### src/design/vl_regs_pkg.sv
`default_nettype none

// layer register map, byte wide, one block per layer
package vl_regs_pkg;

    // offset width within one layer
    localparam int REG_ADDR_W = 4;

    // register offsets
    localparam logic [REG_ADDR_W-1:0] REG_CTRL    = 4'd0;
    localparam logic [REG_ADDR_W-1:0] REG_MAP_LO  = 4'd1;
    localparam logic [REG_ADDR_W-1:0] REG_MAP_HI  = 4'd2;
    localparam logic [REG_ADDR_W-1:0] REG_TILE_LO = 4'd3;
    localparam logic [REG_ADDR_W-1:0] REG_TILE_HI = 4'd4;
    localparam logic [REG_ADDR_W-1:0] REG_SCRX_LO = 4'd5;
    localparam logic [REG_ADDR_W-1:0] REG_SCRX_HI = 4'd6;
    localparam logic [REG_ADDR_W-1:0] REG_SCRY_LO = 4'd7;
    localparam logic [REG_ADDR_W-1:0] REG_SCRY_HI = 4'd8;

    // ctrl fields
    localparam int CTRL_EN_BIT   = 0;
    localparam int CTRL_MODE_LSB = 5;
    localparam int CTRL_MODE_W   = 3;

    // base address and scroll widths
    localparam int BASE_W   = 16;
    localparam int SCROLL_W = 10;

    // render modes, other codes give a transparent line
    typedef enum logic [CTRL_MODE_W-1:0] {
        MODE_TEXT16  = 3'd0,
        MODE_TEXT256 = 3'd1,
        MODE_BITMAP  = 3'd2
    } vl_mode_e;

endpackage

`default_nettype wire

### src/design/vl_video_pkg.sv
`default_nettype none

// pixel, memory bus and text layout definitions
package vl_video_pkg;

    // colour index, zero is transparent
    typedef logic [7:0] pixel_t;

    // word addressed memory bus
    localparam int BUS_ADDR_W = 18;
    localparam int BUS_DATA_W = 32;

    // text cell geometry
    localparam int GLYPH_H = 8;
    localparam int GLYPH_W = 8;

    // map entry, two per word, low half is the even column
    localparam int MAP_ENTRY_W = 16;
    localparam int ENT_CHAR_LSB = 0;
    // fg is 4 bits in 16-colour text, 8 bits in 256-colour text
    localparam int ENT_FG_LSB = 8;
    // bg only in 16-colour text
    localparam int ENT_BG_LSB = 12;

endpackage

`default_nettype wire

### src/design/vl_bus_if.sv
`timescale 1ns/1ps
`default_nettype none

// strobe/ack word bus, one request outstanding
interface vl_bus_if;
    import vl_video_pkg::*;

    logic [BUS_ADDR_W-1:0] addr;
    logic [BUS_DATA_W-1:0] data;
    logic                  strobe;
    logic                  ack;

    // requester side
    modport master (output addr, output strobe, input data, input ack);
    // responder side
    modport slave (input addr, input strobe, output data, output ack);
endinterface

// line buffer write port from a renderer
interface vl_linebuf_if #(
    parameter int IDX_W = 6
);
    import vl_video_pkg::*;

    logic [IDX_W-1:0] wridx;
    pixel_t           wrdata;
    logic             wren;
    // single pulse once the line is fully written
    logic             done;

    modport source (output wridx, output wrdata, output wren, output done);
    modport sink (input wridx, input wrdata, input wren, input done);
endinterface

`default_nettype wire

### src/design/layer_renderer.sv
`timescale 1ns/1ps
`default_nettype none

module layer_renderer #(
    parameter int LINE_WIDTH = 64
) (
    input  logic                                clk,
    input  logic                                rst,
    input  logic                                line_start,
    input  logic [9:0]                          line_y,
    input  logic                                reg_sel,
    input  logic [vl_regs_pkg::REG_ADDR_W-1:0]  reg_addr,
    input  logic [7:0]                          reg_wrdata,
    input  logic                                reg_write,
    output logic [7:0]                          reg_rddata,
    vl_bus_if.master                            bus,
    vl_linebuf_if.source                        linebuf
);
    import vl_regs_pkg::*;
    import vl_video_pkg::*;

    localparam int CW = $clog2(LINE_WIDTH);

    typedef enum logic [2:0] {
        IDLE,
        FETCH_MAP,
        FETCH_GLYPH,
        FETCH_PIX,
        EMIT,
        DONE
    } state_e;

    // host registers
    logic                   reg_enable;
    logic [CTRL_MODE_W-1:0] reg_mode;
    logic [BASE_W-1:0]      reg_map_base;
    logic [BASE_W-1:0]      reg_tile_base;
    logic [SCROLL_W-1:0]    reg_scroll_x;
    logic [SCROLL_W-1:0]    reg_scroll_y;

    // line state
    state_e                 state;
    vl_mode_e               mode_l;
    logic                   blank_l;
    logic [BASE_W-1:0]      map_base_l;
    logic [BASE_W-1:0]      tile_base_l;
    logic [SCROLL_W-1:0]    row;
    logic [CW-1:0]          col;
    logic [CW-1:0]          wr_idx;
    logic [CW-1:0]          sx_mod;
    logic [BUS_DATA_W-1:0]  word;
    logic [7:0]             glyph;
    logic [MAP_ENTRY_W-1:0] entry;
    logic                   fg_bit;
    logic                   mode_ok;
    logic [BUS_ADDR_W-1:0]  fetch_addr;
    pixel_t                 pix;

    // readback, unused bits and offsets are zero
    always_comb begin
        reg_rddata = '0;
        case (reg_addr)
            REG_CTRL: begin
                reg_rddata[CTRL_MODE_LSB +: CTRL_MODE_W] = reg_mode;
                reg_rddata[CTRL_EN_BIT] = reg_enable;
            end
            REG_MAP_LO:  reg_rddata = reg_map_base[7:0];
            REG_MAP_HI:  reg_rddata = reg_map_base[15:8];
            REG_TILE_LO: reg_rddata = reg_tile_base[7:0];
            REG_TILE_HI: reg_rddata = reg_tile_base[15:8];
            REG_SCRX_LO: reg_rddata = reg_scroll_x[7:0];
            REG_SCRX_HI: reg_rddata = 8'(reg_scroll_x[SCROLL_W-1:8]);
            REG_SCRY_LO: reg_rddata = reg_scroll_y[7:0];
            REG_SCRY_HI: reg_rddata = 8'(reg_scroll_y[SCROLL_W-1:8]);
            default:     reg_rddata = '0;
        endcase
    end

    always_ff @(posedge clk or posedge rst) begin
        if (rst) begin
            reg_enable    <= 1'b0;
            reg_mode      <= '0;
            reg_map_base  <= '0;
            reg_tile_base <= '0;
            reg_scroll_x  <= '0;
            reg_scroll_y  <= '0;
        end else if (reg_sel && reg_write) begin
            case (reg_addr)
                REG_CTRL: begin
                    reg_mode   <= reg_wrdata[CTRL_MODE_LSB +: CTRL_MODE_W];
                    reg_enable <= reg_wrdata[CTRL_EN_BIT];
                end
                REG_MAP_LO:  reg_map_base[7:0]          <= reg_wrdata;
                REG_MAP_HI:  reg_map_base[15:8]         <= reg_wrdata;
                REG_TILE_LO: reg_tile_base[7:0]         <= reg_wrdata;
                REG_TILE_HI: reg_tile_base[15:8]        <= reg_wrdata;
                REG_SCRX_LO: reg_scroll_x[7:0]          <= reg_wrdata;
                REG_SCRX_HI: reg_scroll_x[SCROLL_W-1:8] <= reg_wrdata[SCROLL_W-9:0];
                REG_SCRY_LO: reg_scroll_y[7:0]          <= reg_wrdata;
                REG_SCRY_HI: reg_scroll_y[SCROLL_W-1:8] <= reg_wrdata[SCROLL_W-9:0];
                default: ;
            endcase
        end
    end

    assign mode_ok = reg_mode inside {MODE_TEXT16, MODE_TEXT256, MODE_BITMAP};
    assign sx_mod  = CW'(reg_scroll_x % LINE_WIDTH);

    // pixel for the current column
    always_comb begin
        // odd cell sits in the high half of the map word
        entry  = col[3] ? word[MAP_ENTRY_W +: MAP_ENTRY_W] : word[0 +: MAP_ENTRY_W];
        // msb of the glyph byte is the leftmost pixel
        fg_bit = glyph[3'(GLYPH_W - 1 - col % GLYPH_W)];
        pix    = '0;
        if (!blank_l) begin
            case (mode_l)
                MODE_BITMAP:  pix = word[8 * col[1:0] +: 8];
                MODE_TEXT16:  pix = fg_bit ? {4'h0, entry[ENT_FG_LSB +: 4]}
                                           : {4'h0, entry[ENT_BG_LSB +: 4]};
                MODE_TEXT256: pix = fg_bit ? entry[ENT_FG_LSB +: 8] : '0;
                default:      pix = '0;
            endcase
        end
    end

    // word address for the pending fetch
    always_comb begin
        case (state)
            FETCH_PIX: fetch_addr = BUS_ADDR_W'(map_base_l)
                + BUS_ADDR_W'(row) * BUS_ADDR_W'(LINE_WIDTH / 4) + BUS_ADDR_W'(col / 4);
            // two words per glyph, four rows each
            FETCH_GLYPH: fetch_addr = BUS_ADDR_W'(tile_base_l)
                + BUS_ADDR_W'({entry[ENT_CHAR_LSB +: 8], 1'b0})
                + BUS_ADDR_W'((row % GLYPH_H) / 4);
            default: fetch_addr = BUS_ADDR_W'(map_base_l)
                + BUS_ADDR_W'(row / GLYPH_H) * BUS_ADDR_W'(LINE_WIDTH / 16)
                + BUS_ADDR_W'(col / 16);
        endcase
    end

    always_ff @(posedge clk or posedge rst) begin
        if (rst) begin
            state        <= IDLE;
            col          <= '0;
            wr_idx       <= '0;
            bus.strobe   <= 1'b0;
            linebuf.wren <= 1'b0;
            linebuf.done <= 1'b0;
        end else begin
            linebuf.wren <= 1'b0;
            linebuf.done <= 1'b0;
            case (state)
                IDLE: begin
                    if (line_start) begin
                        col    <= '0;
                        // column 0 lands at -scroll x
                        wr_idx <= CW'((LINE_WIDTH - int'(sx_mod)) % LINE_WIDTH);
                        if (!reg_enable || !mode_ok) begin
                            state <= EMIT;
                        end else if (reg_mode == MODE_BITMAP) begin
                            state <= FETCH_PIX;
                        end else begin
                            state <= FETCH_MAP;
                        end
                    end
                end
                FETCH_MAP, FETCH_GLYPH, FETCH_PIX: begin
                    // raise after an idle cycle, drop on ack
                    if (!bus.strobe) begin
                        bus.strobe <= 1'b1;
                    end else if (bus.ack) begin
                        bus.strobe <= 1'b0;
                        state <= (state == FETCH_MAP) ? FETCH_GLYPH : EMIT;
                    end
                end
                EMIT: begin
                    linebuf.wren <= 1'b1;
                    col          <= col + 1'b1;
                    wr_idx       <= (wr_idx == CW'(LINE_WIDTH - 1)) ? '0 : wr_idx + 1'b1;
                    if (col == CW'(LINE_WIDTH - 1)) begin
                        state <= DONE;
                    end else if (!blank_l && mode_l == MODE_BITMAP && col[1:0] == 2'd3) begin
                        state <= FETCH_PIX;
                    end else if (!blank_l && mode_l != MODE_BITMAP && col[2:0] == 3'd7) begin
                        // next cell, same word or a new one
                        state <= col[3] ? FETCH_MAP : FETCH_GLYPH;
                    end
                end
                DONE: begin
                    linebuf.done <= 1'b1;
                    state        <= IDLE;
                end
                default: state <= IDLE;
            endcase
        end
    end

    // latched config, fetched data and write payload
    always_ff @(posedge clk) begin
        if (state == IDLE && line_start) begin
            mode_l      <= vl_mode_e'(reg_mode);
            blank_l     <= !reg_enable || !mode_ok;
            map_base_l  <= reg_map_base;
            tile_base_l <= reg_tile_base;
            row         <= line_y + reg_scroll_y;
        end
        // address held stable while strobe is up
        if (!bus.strobe) begin
            bus.addr <= fetch_addr;
        end
        if (bus.strobe && bus.ack) begin
            if (state == FETCH_GLYPH) begin
                glyph <= bus.data[8 * row[1:0] +: 8];
            end else begin
                word <= bus.data;
            end
        end
        linebuf.wridx  <= wr_idx;
        linebuf.wrdata <= pix;
    end

endmodule

`default_nettype wire

### src/design/bus_arbiter.sv
`timescale 1ns/1ps
`default_nettype none

module bus_arbiter #(
    parameter int NUM_LAYERS = 2
) (
    input  logic    clk,
    input  logic    rst,
    vl_bus_if.slave masters [NUM_LAYERS],
    vl_bus_if.master mem
);
    import vl_video_pkg::*;

    localparam int GW = (NUM_LAYERS > 1) ? $clog2(NUM_LAYERS) : 1;

    logic [GW-1:0]         grant;
    logic [GW-1:0]         next_grant;
    logic [NUM_LAYERS-1:0] req;
    logic [BUS_ADDR_W-1:0] req_addr [NUM_LAYERS];

    for (genvar g = 0; g < NUM_LAYERS; g++) begin : g_port
        assign req[g]      = masters[g].strobe;
        assign req_addr[g] = masters[g].addr;
        // read data broadcast, ack only to the owner
        assign masters[g].data = mem.data;
        assign masters[g].ack  = mem.ack && (grant == GW'(g));
    end

    assign mem.addr   = req_addr[grant];
    assign mem.strobe = req[grant];

    // first requester after the current owner, owner itself last
    always_comb begin
        next_grant = grant;
        for (int k = NUM_LAYERS; k >= 1; k--) begin
            if (req[(int'(grant) + k) % NUM_LAYERS]) begin
                next_grant = GW'((int'(grant) + k) % NUM_LAYERS);
            end
        end
    end

    // move on after an ack, or when the owner is idle
    always_ff @(posedge clk or posedge rst) begin
        if (rst) begin
            grant <= '0;
        end else if (!req[grant] || mem.ack) begin
            grant <= next_grant;
        end
    end

endmodule

`default_nettype wire

### src/design/line_compositor.sv
`timescale 1ns/1ps
`default_nettype none

module line_compositor #(
    parameter int NUM_LAYERS = 2,
    parameter int LINE_WIDTH = 64
) (
    input  logic                 clk,
    input  logic                 rst,
    input  logic                 line_start,
    output logic                 line_busy,
    vl_linebuf_if.sink           linebufs [NUM_LAYERS],
    output logic                 pix_valid,
    output vl_video_pkg::pixel_t pix_data,
    input  logic                 pix_ready
);
    import vl_video_pkg::*;

    localparam int CW = $clog2(LINE_WIDTH);

    logic [NUM_LAYERS-1:0] done_seen;
    logic [NUM_LAYERS-1:0] done_pulse;
    pixel_t                rd_pix [NUM_LAYERS];
    pixel_t                merged;
    logic [CW:0]           rd_cnt;
    logic [CW:0]           out_cnt;
    logic                  rd_valid;
    logic                  advance;
    logic                  issue;

    // whole pipe moves unless the output is held
    assign advance = !pix_valid || pix_ready;
    // read only once every layer has finished its line
    assign issue = advance && line_busy && (&done_seen)
                   && (rd_cnt < (CW + 1)'(LINE_WIDTH));

    for (genvar g = 0; g < NUM_LAYERS; g++) begin : g_layer
        pixel_t line_mem [LINE_WIDTH];

        assign done_pulse[g] = linebufs[g].done;

        always_ff @(posedge clk) begin
            if (linebufs[g].wren) begin
                line_mem[linebufs[g].wridx] <= linebufs[g].wrdata;
            end
            // read address stage
            if (advance) begin
                rd_pix[g] <= line_mem[rd_cnt[CW-1:0]];
            end
        end
    end

    // highest layer with a non-zero pixel wins
    always_comb begin
        merged = '0;
        for (int i = 0; i < NUM_LAYERS; i++) begin
            if (rd_pix[i] != '0) begin
                merged = rd_pix[i];
            end
        end
    end

    always_ff @(posedge clk or posedge rst) begin
        if (rst) begin
            line_busy <= 1'b0;
            done_seen <= '0;
            rd_cnt    <= '0;
            out_cnt   <= '0;
            rd_valid  <= 1'b0;
            pix_valid <= 1'b0;
        end else begin
            if (line_start && !line_busy) begin
                line_busy <= 1'b1;
                done_seen <= '0;
                rd_cnt    <= '0;
                out_cnt   <= '0;
            end else begin
                done_seen <= done_seen | done_pulse;
                if (issue) begin
                    rd_cnt <= rd_cnt + 1'b1;
                end
                // line ends with the last accepted pixel
                if (pix_valid && pix_ready) begin
                    out_cnt <= out_cnt + 1'b1;
                    if (out_cnt == (CW + 1)'(LINE_WIDTH - 1)) begin
                        line_busy <= 1'b0;
                    end
                end
            end
            if (advance) begin
                rd_valid  <= issue;
                pix_valid <= rd_valid;
            end
        end
    end

    // registered merge stage
    always_ff @(posedge clk) begin
        if (advance) begin
            pix_data <= merged;
        end
    end

endmodule

`default_nettype wire

### src/design/video_layers_top.sv
`timescale 1ns/1ps
`default_nettype none

module video_layers_top #(
    parameter int NUM_LAYERS = 2,
    parameter int LINE_WIDTH = 64,
    localparam int SEL_W = (NUM_LAYERS > 1) ? $clog2(NUM_LAYERS) : 1
) (
    input  logic                                clk,
    input  logic                                rst,
    input  logic [SEL_W-1:0]                    reg_layer,
    input  logic [vl_regs_pkg::REG_ADDR_W-1:0]  reg_addr,
    input  logic [7:0]                          reg_wrdata,
    input  logic                                reg_write,
    output logic [7:0]                          reg_rddata,
    input  logic                                line_start,
    input  logic [9:0]                          line_y,
    output logic                                line_busy,
    output logic                                pix_valid,
    output vl_video_pkg::pixel_t                pix_data,
    input  logic                                pix_ready,
    output logic [vl_video_pkg::BUS_ADDR_W-1:0] mem_addr,
    input  logic [vl_video_pkg::BUS_DATA_W-1:0] mem_data,
    output logic                                mem_strobe,
    input  logic                                mem_ack
);
    localparam int CW = $clog2(LINE_WIDTH);

    logic       start;
    logic [7:0] layer_rd [NUM_LAYERS];

    vl_bus_if                   layer_bus [NUM_LAYERS] ();
    vl_bus_if                   mem_bus ();
    vl_linebuf_if #(.IDX_W(CW)) layer_lb [NUM_LAYERS] ();

    // new line only between lines
    assign start = line_start && !line_busy;

    for (genvar g = 0; g < NUM_LAYERS; g++) begin : g_layer
        layer_renderer #(
            .LINE_WIDTH(LINE_WIDTH)
        ) layer_i (
            .clk(clk),
            .rst(rst),
            .line_start(start),
            .line_y(line_y),
            .reg_sel(reg_layer == SEL_W'(g)),
            .reg_addr(reg_addr),
            .reg_wrdata(reg_wrdata),
            .reg_write(reg_write),
            .reg_rddata(layer_rd[g]),
            .bus(layer_bus[g]),
            .linebuf(layer_lb[g])
        );
    end

    // out of range layer reads zero
    assign reg_rddata = (int'(reg_layer) < NUM_LAYERS) ? layer_rd[reg_layer] : 8'h00;

    bus_arbiter #(
        .NUM_LAYERS(NUM_LAYERS)
    ) arb_i (
        .clk(clk),
        .rst(rst),
        .masters(layer_bus),
        .mem(mem_bus)
    );

    // shared memory port
    assign mem_addr     = mem_bus.addr;
    assign mem_strobe   = mem_bus.strobe;
    assign mem_bus.data = mem_data;
    assign mem_bus.ack  = mem_ack;

    line_compositor #(
        .NUM_LAYERS(NUM_LAYERS),
        .LINE_WIDTH(LINE_WIDTH)
    ) comp_i (
        .clk(clk),
        .rst(rst),
        .line_start(line_start),
        .line_busy(line_busy),
        .linebufs(layer_lb),
        .pix_valid(pix_valid),
        .pix_data(pix_data),
        .pix_ready(pix_ready)
    );

endmodule

`default_nettype wire

### config.mk
export PLATFORM = sky130hd
export DESIGN_NAME = video_layers_top
export DESIGN_NICKNAME = d
export VERILOG_FILES = /design/src/design/vl_regs_pkg.sv /design/src/design/vl_video_pkg.sv /design/src/design/vl_bus_if.sv /design/src/design/layer_renderer.sv /design/src/design/bus_arbiter.sv /design/src/design/line_compositor.sv /design/src/design/video_layers_top.sv
export SDC_FILE = /design/constraint.sdc
export NUM_CORES = 2
export LEC_CHECK = 0
export BUFFER_PORTS_ARGS = -buffer_cell sky130_fd_sc_hd__buf_2
export CAP_MARGIN = 15
export CORE_MARGIN = 1
export CORE_UTILIZATION = 29
export CTS_BUF_LIST = sky130_fd_sc_hd__clkbuf_16
export CTS_CLUSTER_DIAMETER = 40
export DETAILED_ROUTE_END_ITERATION = 10
export PLACE_DENSITY = 0.47
export REMOVE_ABC_BUFFERS = 1
export SYNTH_ARGS = -nofsm -noshare
export SYNTH_HDL_FRONTEND = slang
export SYNTH_SLANG_ARGS = --single-unit
### constraint.sdc
create_clock -name clk -period 6.3 [get_ports clk]
set_clock_uncertainty 0.2 [all_clocks]
set_input_delay 0.63 -clock clk [delete_from_list [all_inputs] [get_ports clk]]
set_output_delay 0.63 -clock clk [all_outputs]
set_load 0.02 [all_outputs]
==> flow_results.xml <==
<?xml version="1.0" encoding="UTF-8"?>
<metrics>
  <group name="global_route">
    <metric name="grt.overflow.total" unit="">0</metric>
    <metric name="antenna_violations_before_repair" unit="">24</metric>
    <metric name="grt_pass1_vias" unit="">34900</metric>
    <metric name="grtUsageTotal" unit="%">15.6</metric>
    <metric name="grt_start_max_net_pins" unit="">88</metric>
    <metric name="first_pass_grt_wire_length" unit="mm">249</metric>
  </group>
  <group name="floorplan">
    <metric name="floorplan.core_area" unit="sq um">215000</metric>
    <metric name="fp-row-count" unit="">170</metric>
    <metric name="chipWidth" unit="microns">468</metric>
    <metric name="initial_utilization" unit="%">29.3</metric>
    <metric name="floorplan.die.height" unit="microns">468</metric>
    <metric name="pin_count" unit="">98</metric>
    <metric name="die_area" unit="sq um">219000</metric>
  </group>
  <group name="setup_path">
    <metric name="cp.required" unit="ps">6730</metric>
    <metric name="crit_path_cell_trace" unit="">buf_4, mux2_2, ha_1, fa_1, a211oi_1, o21bai_1, a21oi_1, xor2_1, o41ai_1, and2_1, a211oi_1, o32ai_1</metric>
    <metric name="worstSetupPathDepth" unit="">12</metric>
    <metric name="cp_num_buf_inv" unit="">1</metric>
    <metric name="critPathTopFamily" unit="">compound AO/OA/AOI/OAI gates</metric>
    <metric name="r2r_slack" unit="ps">1850</metric>
    <metric name="critPathSlowestCell" unit="">sky130_fd_sc_hd__o41ai_1</metric>
    <metric name="timing.critical_path.mode_cell" unit="">sky130_fd_sc_hd__a211oi_1</metric>
    <metric name="crit_path_dat" unit="ps">4880</metric>
    <metric name="longest_individual_stage_delay_on_the_worst_path" unit="ps">690</metric>
    <metric name="timing_worst_setup_path_type" unit="">reg2reg</metric>
    <metric name="reg2regPathDepth" unit="">12</metric>
    <metric name="critical_path.startpoint_type" unit="">flop</metric>
    <metric name="critical_path.max_fanout" unit="">16</metric>
    <metric name="timing.critical_path.to_type" unit="">flop</metric>
  </group>
  <group name="route">
    <metric name="drt_first_pass_iters" unit="">7</metric>
    <metric name="drt-vias-per-instance" unit="">4.94</metric>
    <metric name="route.vias.total" unit="">34000</metric>
    <metric name="post_drt_wl_per_cell" unit="microns">24.8</metric>
    <metric name="drt_iter0_drc" unit="">2614</metric>
    <metric name="final_antenna_net_count" unit="">0</metric>
    <metric name="final_routed_wirelength_across_all_metal_layers" unit="mm">171</metric>
    <metric name="drt_drc_violations_left" unit="">0</metric>
  </group>
  <group name="sta">
    <metric name="achievable-frequency" unit="MHz">225</metric>
    <metric name="fin_crit_sh" unit="%">70.6</metric>
    <metric name="finalSetupViolations" unit="">0</metric>
    <metric name="report.final.slew_viol_count" unit="">0</metric>
    <metric name="rsz_0062_raised_after_global_routing" unit="">no</metric>
    <metric name="hold_viol_final" unit="">0</metric>
    <metric name="tns" unit="ps">0</metric>
    <metric name="worst_slew_pin_slew" unit="ps">1100</metric>
    <metric name="period_needed" unit="ps">4450</metric>
    <metric name="post-route-worst-setup-slack" unit="ps">1850</metric>
    <metric name="max-slew-margin-rel" unit="%">26.9</metric>
    <metric name="fin_worst_hold_slack" unit="ps">41.6</metric>
  </group>
  <group name="yosys">
    <metric name="synthMostInstantiatedCell" unit="">sky130_fd_sc_hd__edfxtp_1</metric>
    <metric name="synthTopCellsByArea" unit="">sky130_fd_sc_hd__edfxtp_1 (60%), sky130_fd_sc_hd__mux4_2 (13%), sky130_fd_sc_hd__dfrtp_1 (6.7%), sky130_fd_sc_hd__mux2_2 (2.9%), sky130_fd_sc_hd__ha_1 (1.9%)</metric>
    <metric name="post_synth_num_cell_types" unit="">103</metric>
    <metric name="syn_inst" unit="">3608</metric>
    <metric name="yosysTopAreaCellShare" unit="%">60.0</metric>
    <metric name="syn_avg_cell_area" unit="sq um">17.4</metric>
    <metric name="synth.top_cells.by_count" unit="">sky130_fd_sc_hd__edfxtp_1 (1256), sky130_fd_sc_hd__mux4_2 (372), sky130_fd_sc_hd__nor2_1 (244)</metric>
    <metric name="async_flop_share" unit="%">11.6</metric>
    <metric name="synth.largest_area_cell" unit="">sky130_fd_sc_hd__edfxtp_1</metric>
    <metric name="synth-edff-count" unit="">1256</metric>
    <metric name="yosys_warnings" unit="">0</metric>
    <metric name="synth.cell_area" unit="sq um">62900</metric>
    <metric name="synth_flop_cell" unit="">sky130_fd_sc_hd__edfxtp_1</metric>
    <metric name="synth-seq-area-share" unit="%">67.5</metric>
    <metric name="ys_seq_elements" unit="">1452</metric>
  </group>
  <group name="final_layout">
    <metric name="fraction_of_layout_instances_using_a_drive_strength_above_1" unit="%">27.9</metric>
    <metric name="flow.area_growth_from_synthesis" unit="%">19.3</metric>
    <metric name="fillerInstances" unit="">20200</metric>
    <metric name="final_nets" unit="">4018</metric>
  </group>
  <group name="flow_run">
    <metric name="maxCapViolations" unit="">0</metric>
  </group>
  <group name="clock_network">
    <metric name="tritoncts.num_buffers" unit="">220</metric>
    <metric name="clock_transition_at_the_register_clock_pins_on_the_worst_setup_and_hold_paths_after_cts" unit="ps">60</metric>
    <metric name="clock_path_buffers" unit="">3</metric>
    <metric name="h-tree-depth" unit="">4</metric>
    <metric name="root_buffer" unit="">sky130_fd_sc_hd__clkbuf_16</metric>
    <metric name="worstSkewPairLatency" unit="ps">850</metric>
    <metric name="clock_sinks" unit="">1452</metric>
    <metric name="cts_tree" unit="">built</metric>
    <metric name="cts_setup_buffers" unit="">0</metric>
  </group>
  <group name="worst_hold_path">
    <metric name="hold_path_depth" unit="">3</metric>
    <metric name="hold_path_class" unit="">in2reg</metric>
  </group>
  <group name="pwr">
    <metric name="power_leakage" unit="nW">24.9</metric>
    <metric name="post_layout_power" unit="mW">31.3</metric>
    <metric name="power_density" unit="nW/um^2">417</metric>
    <metric name="vdd.ir_drop.worst" unit="V">0.000327</metric>
  </group>
  <group name="placed_design">
    <metric name="pre_cts_slack" unit="ps">1870</metric>
    <metric name="dpl.hpwl" unit="mm">115</metric>
    <metric name="place.port_buffers" unit="">97</metric>
    <metric name="routabilityCongestion" unit="">0.811</metric>
  </group>
  <group name="run_status">
    <metric name="run_status" unit="">finished, final reports clean</metric>
  </group>
</metrics>
## registers in the layout (all words and copies together) (netlist names), 6 cells and up
| signal | cells |
|---|---|
| comp_i.g_layer.line_mem | 1024 |
| g_layer.layer_i.word | 64 |
| g_layer.layer_i.bus.addr | 36 |
| g_layer.layer_i.map_base_l | 32 |
| g_layer.layer_i.reg_map_base | 32 |
| g_layer.layer_i.reg_tile_base | 32 |
| g_layer.layer_i.tile_base_l | 32 |
| g_layer.layer_i.reg_scroll_x | 20 |
| g_layer.layer_i.reg_scroll_y | 20 |
| g_layer.layer_i.row | 20 |
| comp_i.rd_pix | 16 |
| g_layer.layer_i.glyph | 16 |
| g_layer.layer_i.linebuf.wrdata | 16 |
| g_layer.layer_i.col | 12 |
| g_layer.layer_i.linebuf.wridx | 12 |
| g_layer.layer_i.wr_idx | 12 |
| comp_i.pix_data | 8 |
| comp_i.out_cnt | 7 |
| comp_i.rd_cnt | 7 |
| g_layer.layer_i.mode_l | 6 |
| g_layer.layer_i.reg_mode | 6 |
| g_layer.layer_i.state | 6 |
## cell usage in the layout, fill, tap and decap left out, drive strengths merged, types with 58 or more instances in the layout
cell	instances
o21ai	77
buf	150
clkbuf	223
nor2	244
mux2	163
dfrtp	168
xnor2	91
mux4	372
inv	132
a21oi	100
nand3	58
ha	94
clkinv	75
xor2	66
nand2	146
edfxtp	1256
## what timing repair did
action                    CTS  global route
resized for setup           0             0
hold buffers               34             0
hold endpoints to repair  148             0
## cells by family (layout without fill, tap and decap cells)
group / after synthesis / in the layout / synth area share [%]
flops: 1452 / 1452 / 67.5
mux: 555 / 555 / 16.6
xor+xnor: 157 / 157 / 2.19
compound gates: 422 / 422 / 4.63
buf+inv: 231 / 665 / 1.44
simple gates: 683 / 683 / 5.39
other cells: 1 / 6 / 0.00596
fa+ha+maj: 107 / 107 / 2.27
## layer usage
layer / vias to the layer above / part of all wire, % / global-route usage, %
met4: 0 / 2.2 / 4.01
met5: - / 0 / 0
li1: 15100 / - / -
met2: 884 / 49 / 25.7
met1: 17800 / 44 / 20.9
met3: 273 / 5.2 / 3.15
## through the flow
step	area, sq um	util, %	cells
2_1_floorplan	62300	-	3445
3_3_place_gp	66900	31.1	6432
3_5_place_dp	66900	31.1	6432
4_1_cts	75100	34.9	6880
5_1_grt	75100	34.9	6883
6_report	75100	34.9	6885
## final cells by class
type	count	area [sq um]	area share, %
diodes	4	10.0	0.0133
inverters	67	259	0.345
multi-input cells	1926	19600	26.1
flip-flops and latches	1452	42500	56.6
repair buffers	184	1330	1.78
well taps	2838	3550	4.73
clock buffers	223	5580	7.43
clock inverters	191	2260	3.01
## power breakdown
group	total [mW]	leakage [nW]	switching (mW)	internal (mW)
clock	12.7	3.82	4.84	7.82
sequential	12.2	13.7	0.938	11.3
combinational	6.41	7.38	3.49	2.92
total	31.3	24.9	9.27	22.0
## worst min-delay path, cell delays in order
cell and delay (ps):
sky130_fd_sc_hd__buf_2 240, sky130_fd_sc_hd__nand2_1 100, sky130_fd_sc_hd__o21ai_0 70
## worst paths after layout
path                                                               start                                              to
max in group asynchronous                                            rst  g_layer[1].layer_i.reg_scroll_y[4]$_DFFE_PP0P_
worst max-delay path               g_layer[1].layer_i.col[3]$_DFFE_PP0P_       g_layer[1].layer_i.bus.addr[14]$_DFFE_PN_
worst max register to register     g_layer[1].layer_i.col[3]$_DFFE_PP0P_       g_layer[1].layer_i.bus.addr[14]$_DFFE_PN_
min in group asynchronous                                            rst        g_layer[0].layer_i.wr_idx[3]$_DFFE_PP0P_
worst min-delay path                                       reg_wrdata[1]  g_layer[1].layer_i.reg_scroll_y[1]$_DFFE_PP0P_
worst min register to register  g_layer[1].layer_i.wr_idx[5]$_DFFE_PP0P_     g_layer[1].layer_i.linebuf.wridx[5]$_DFF_P_
(Power assumes the default switching activity.)
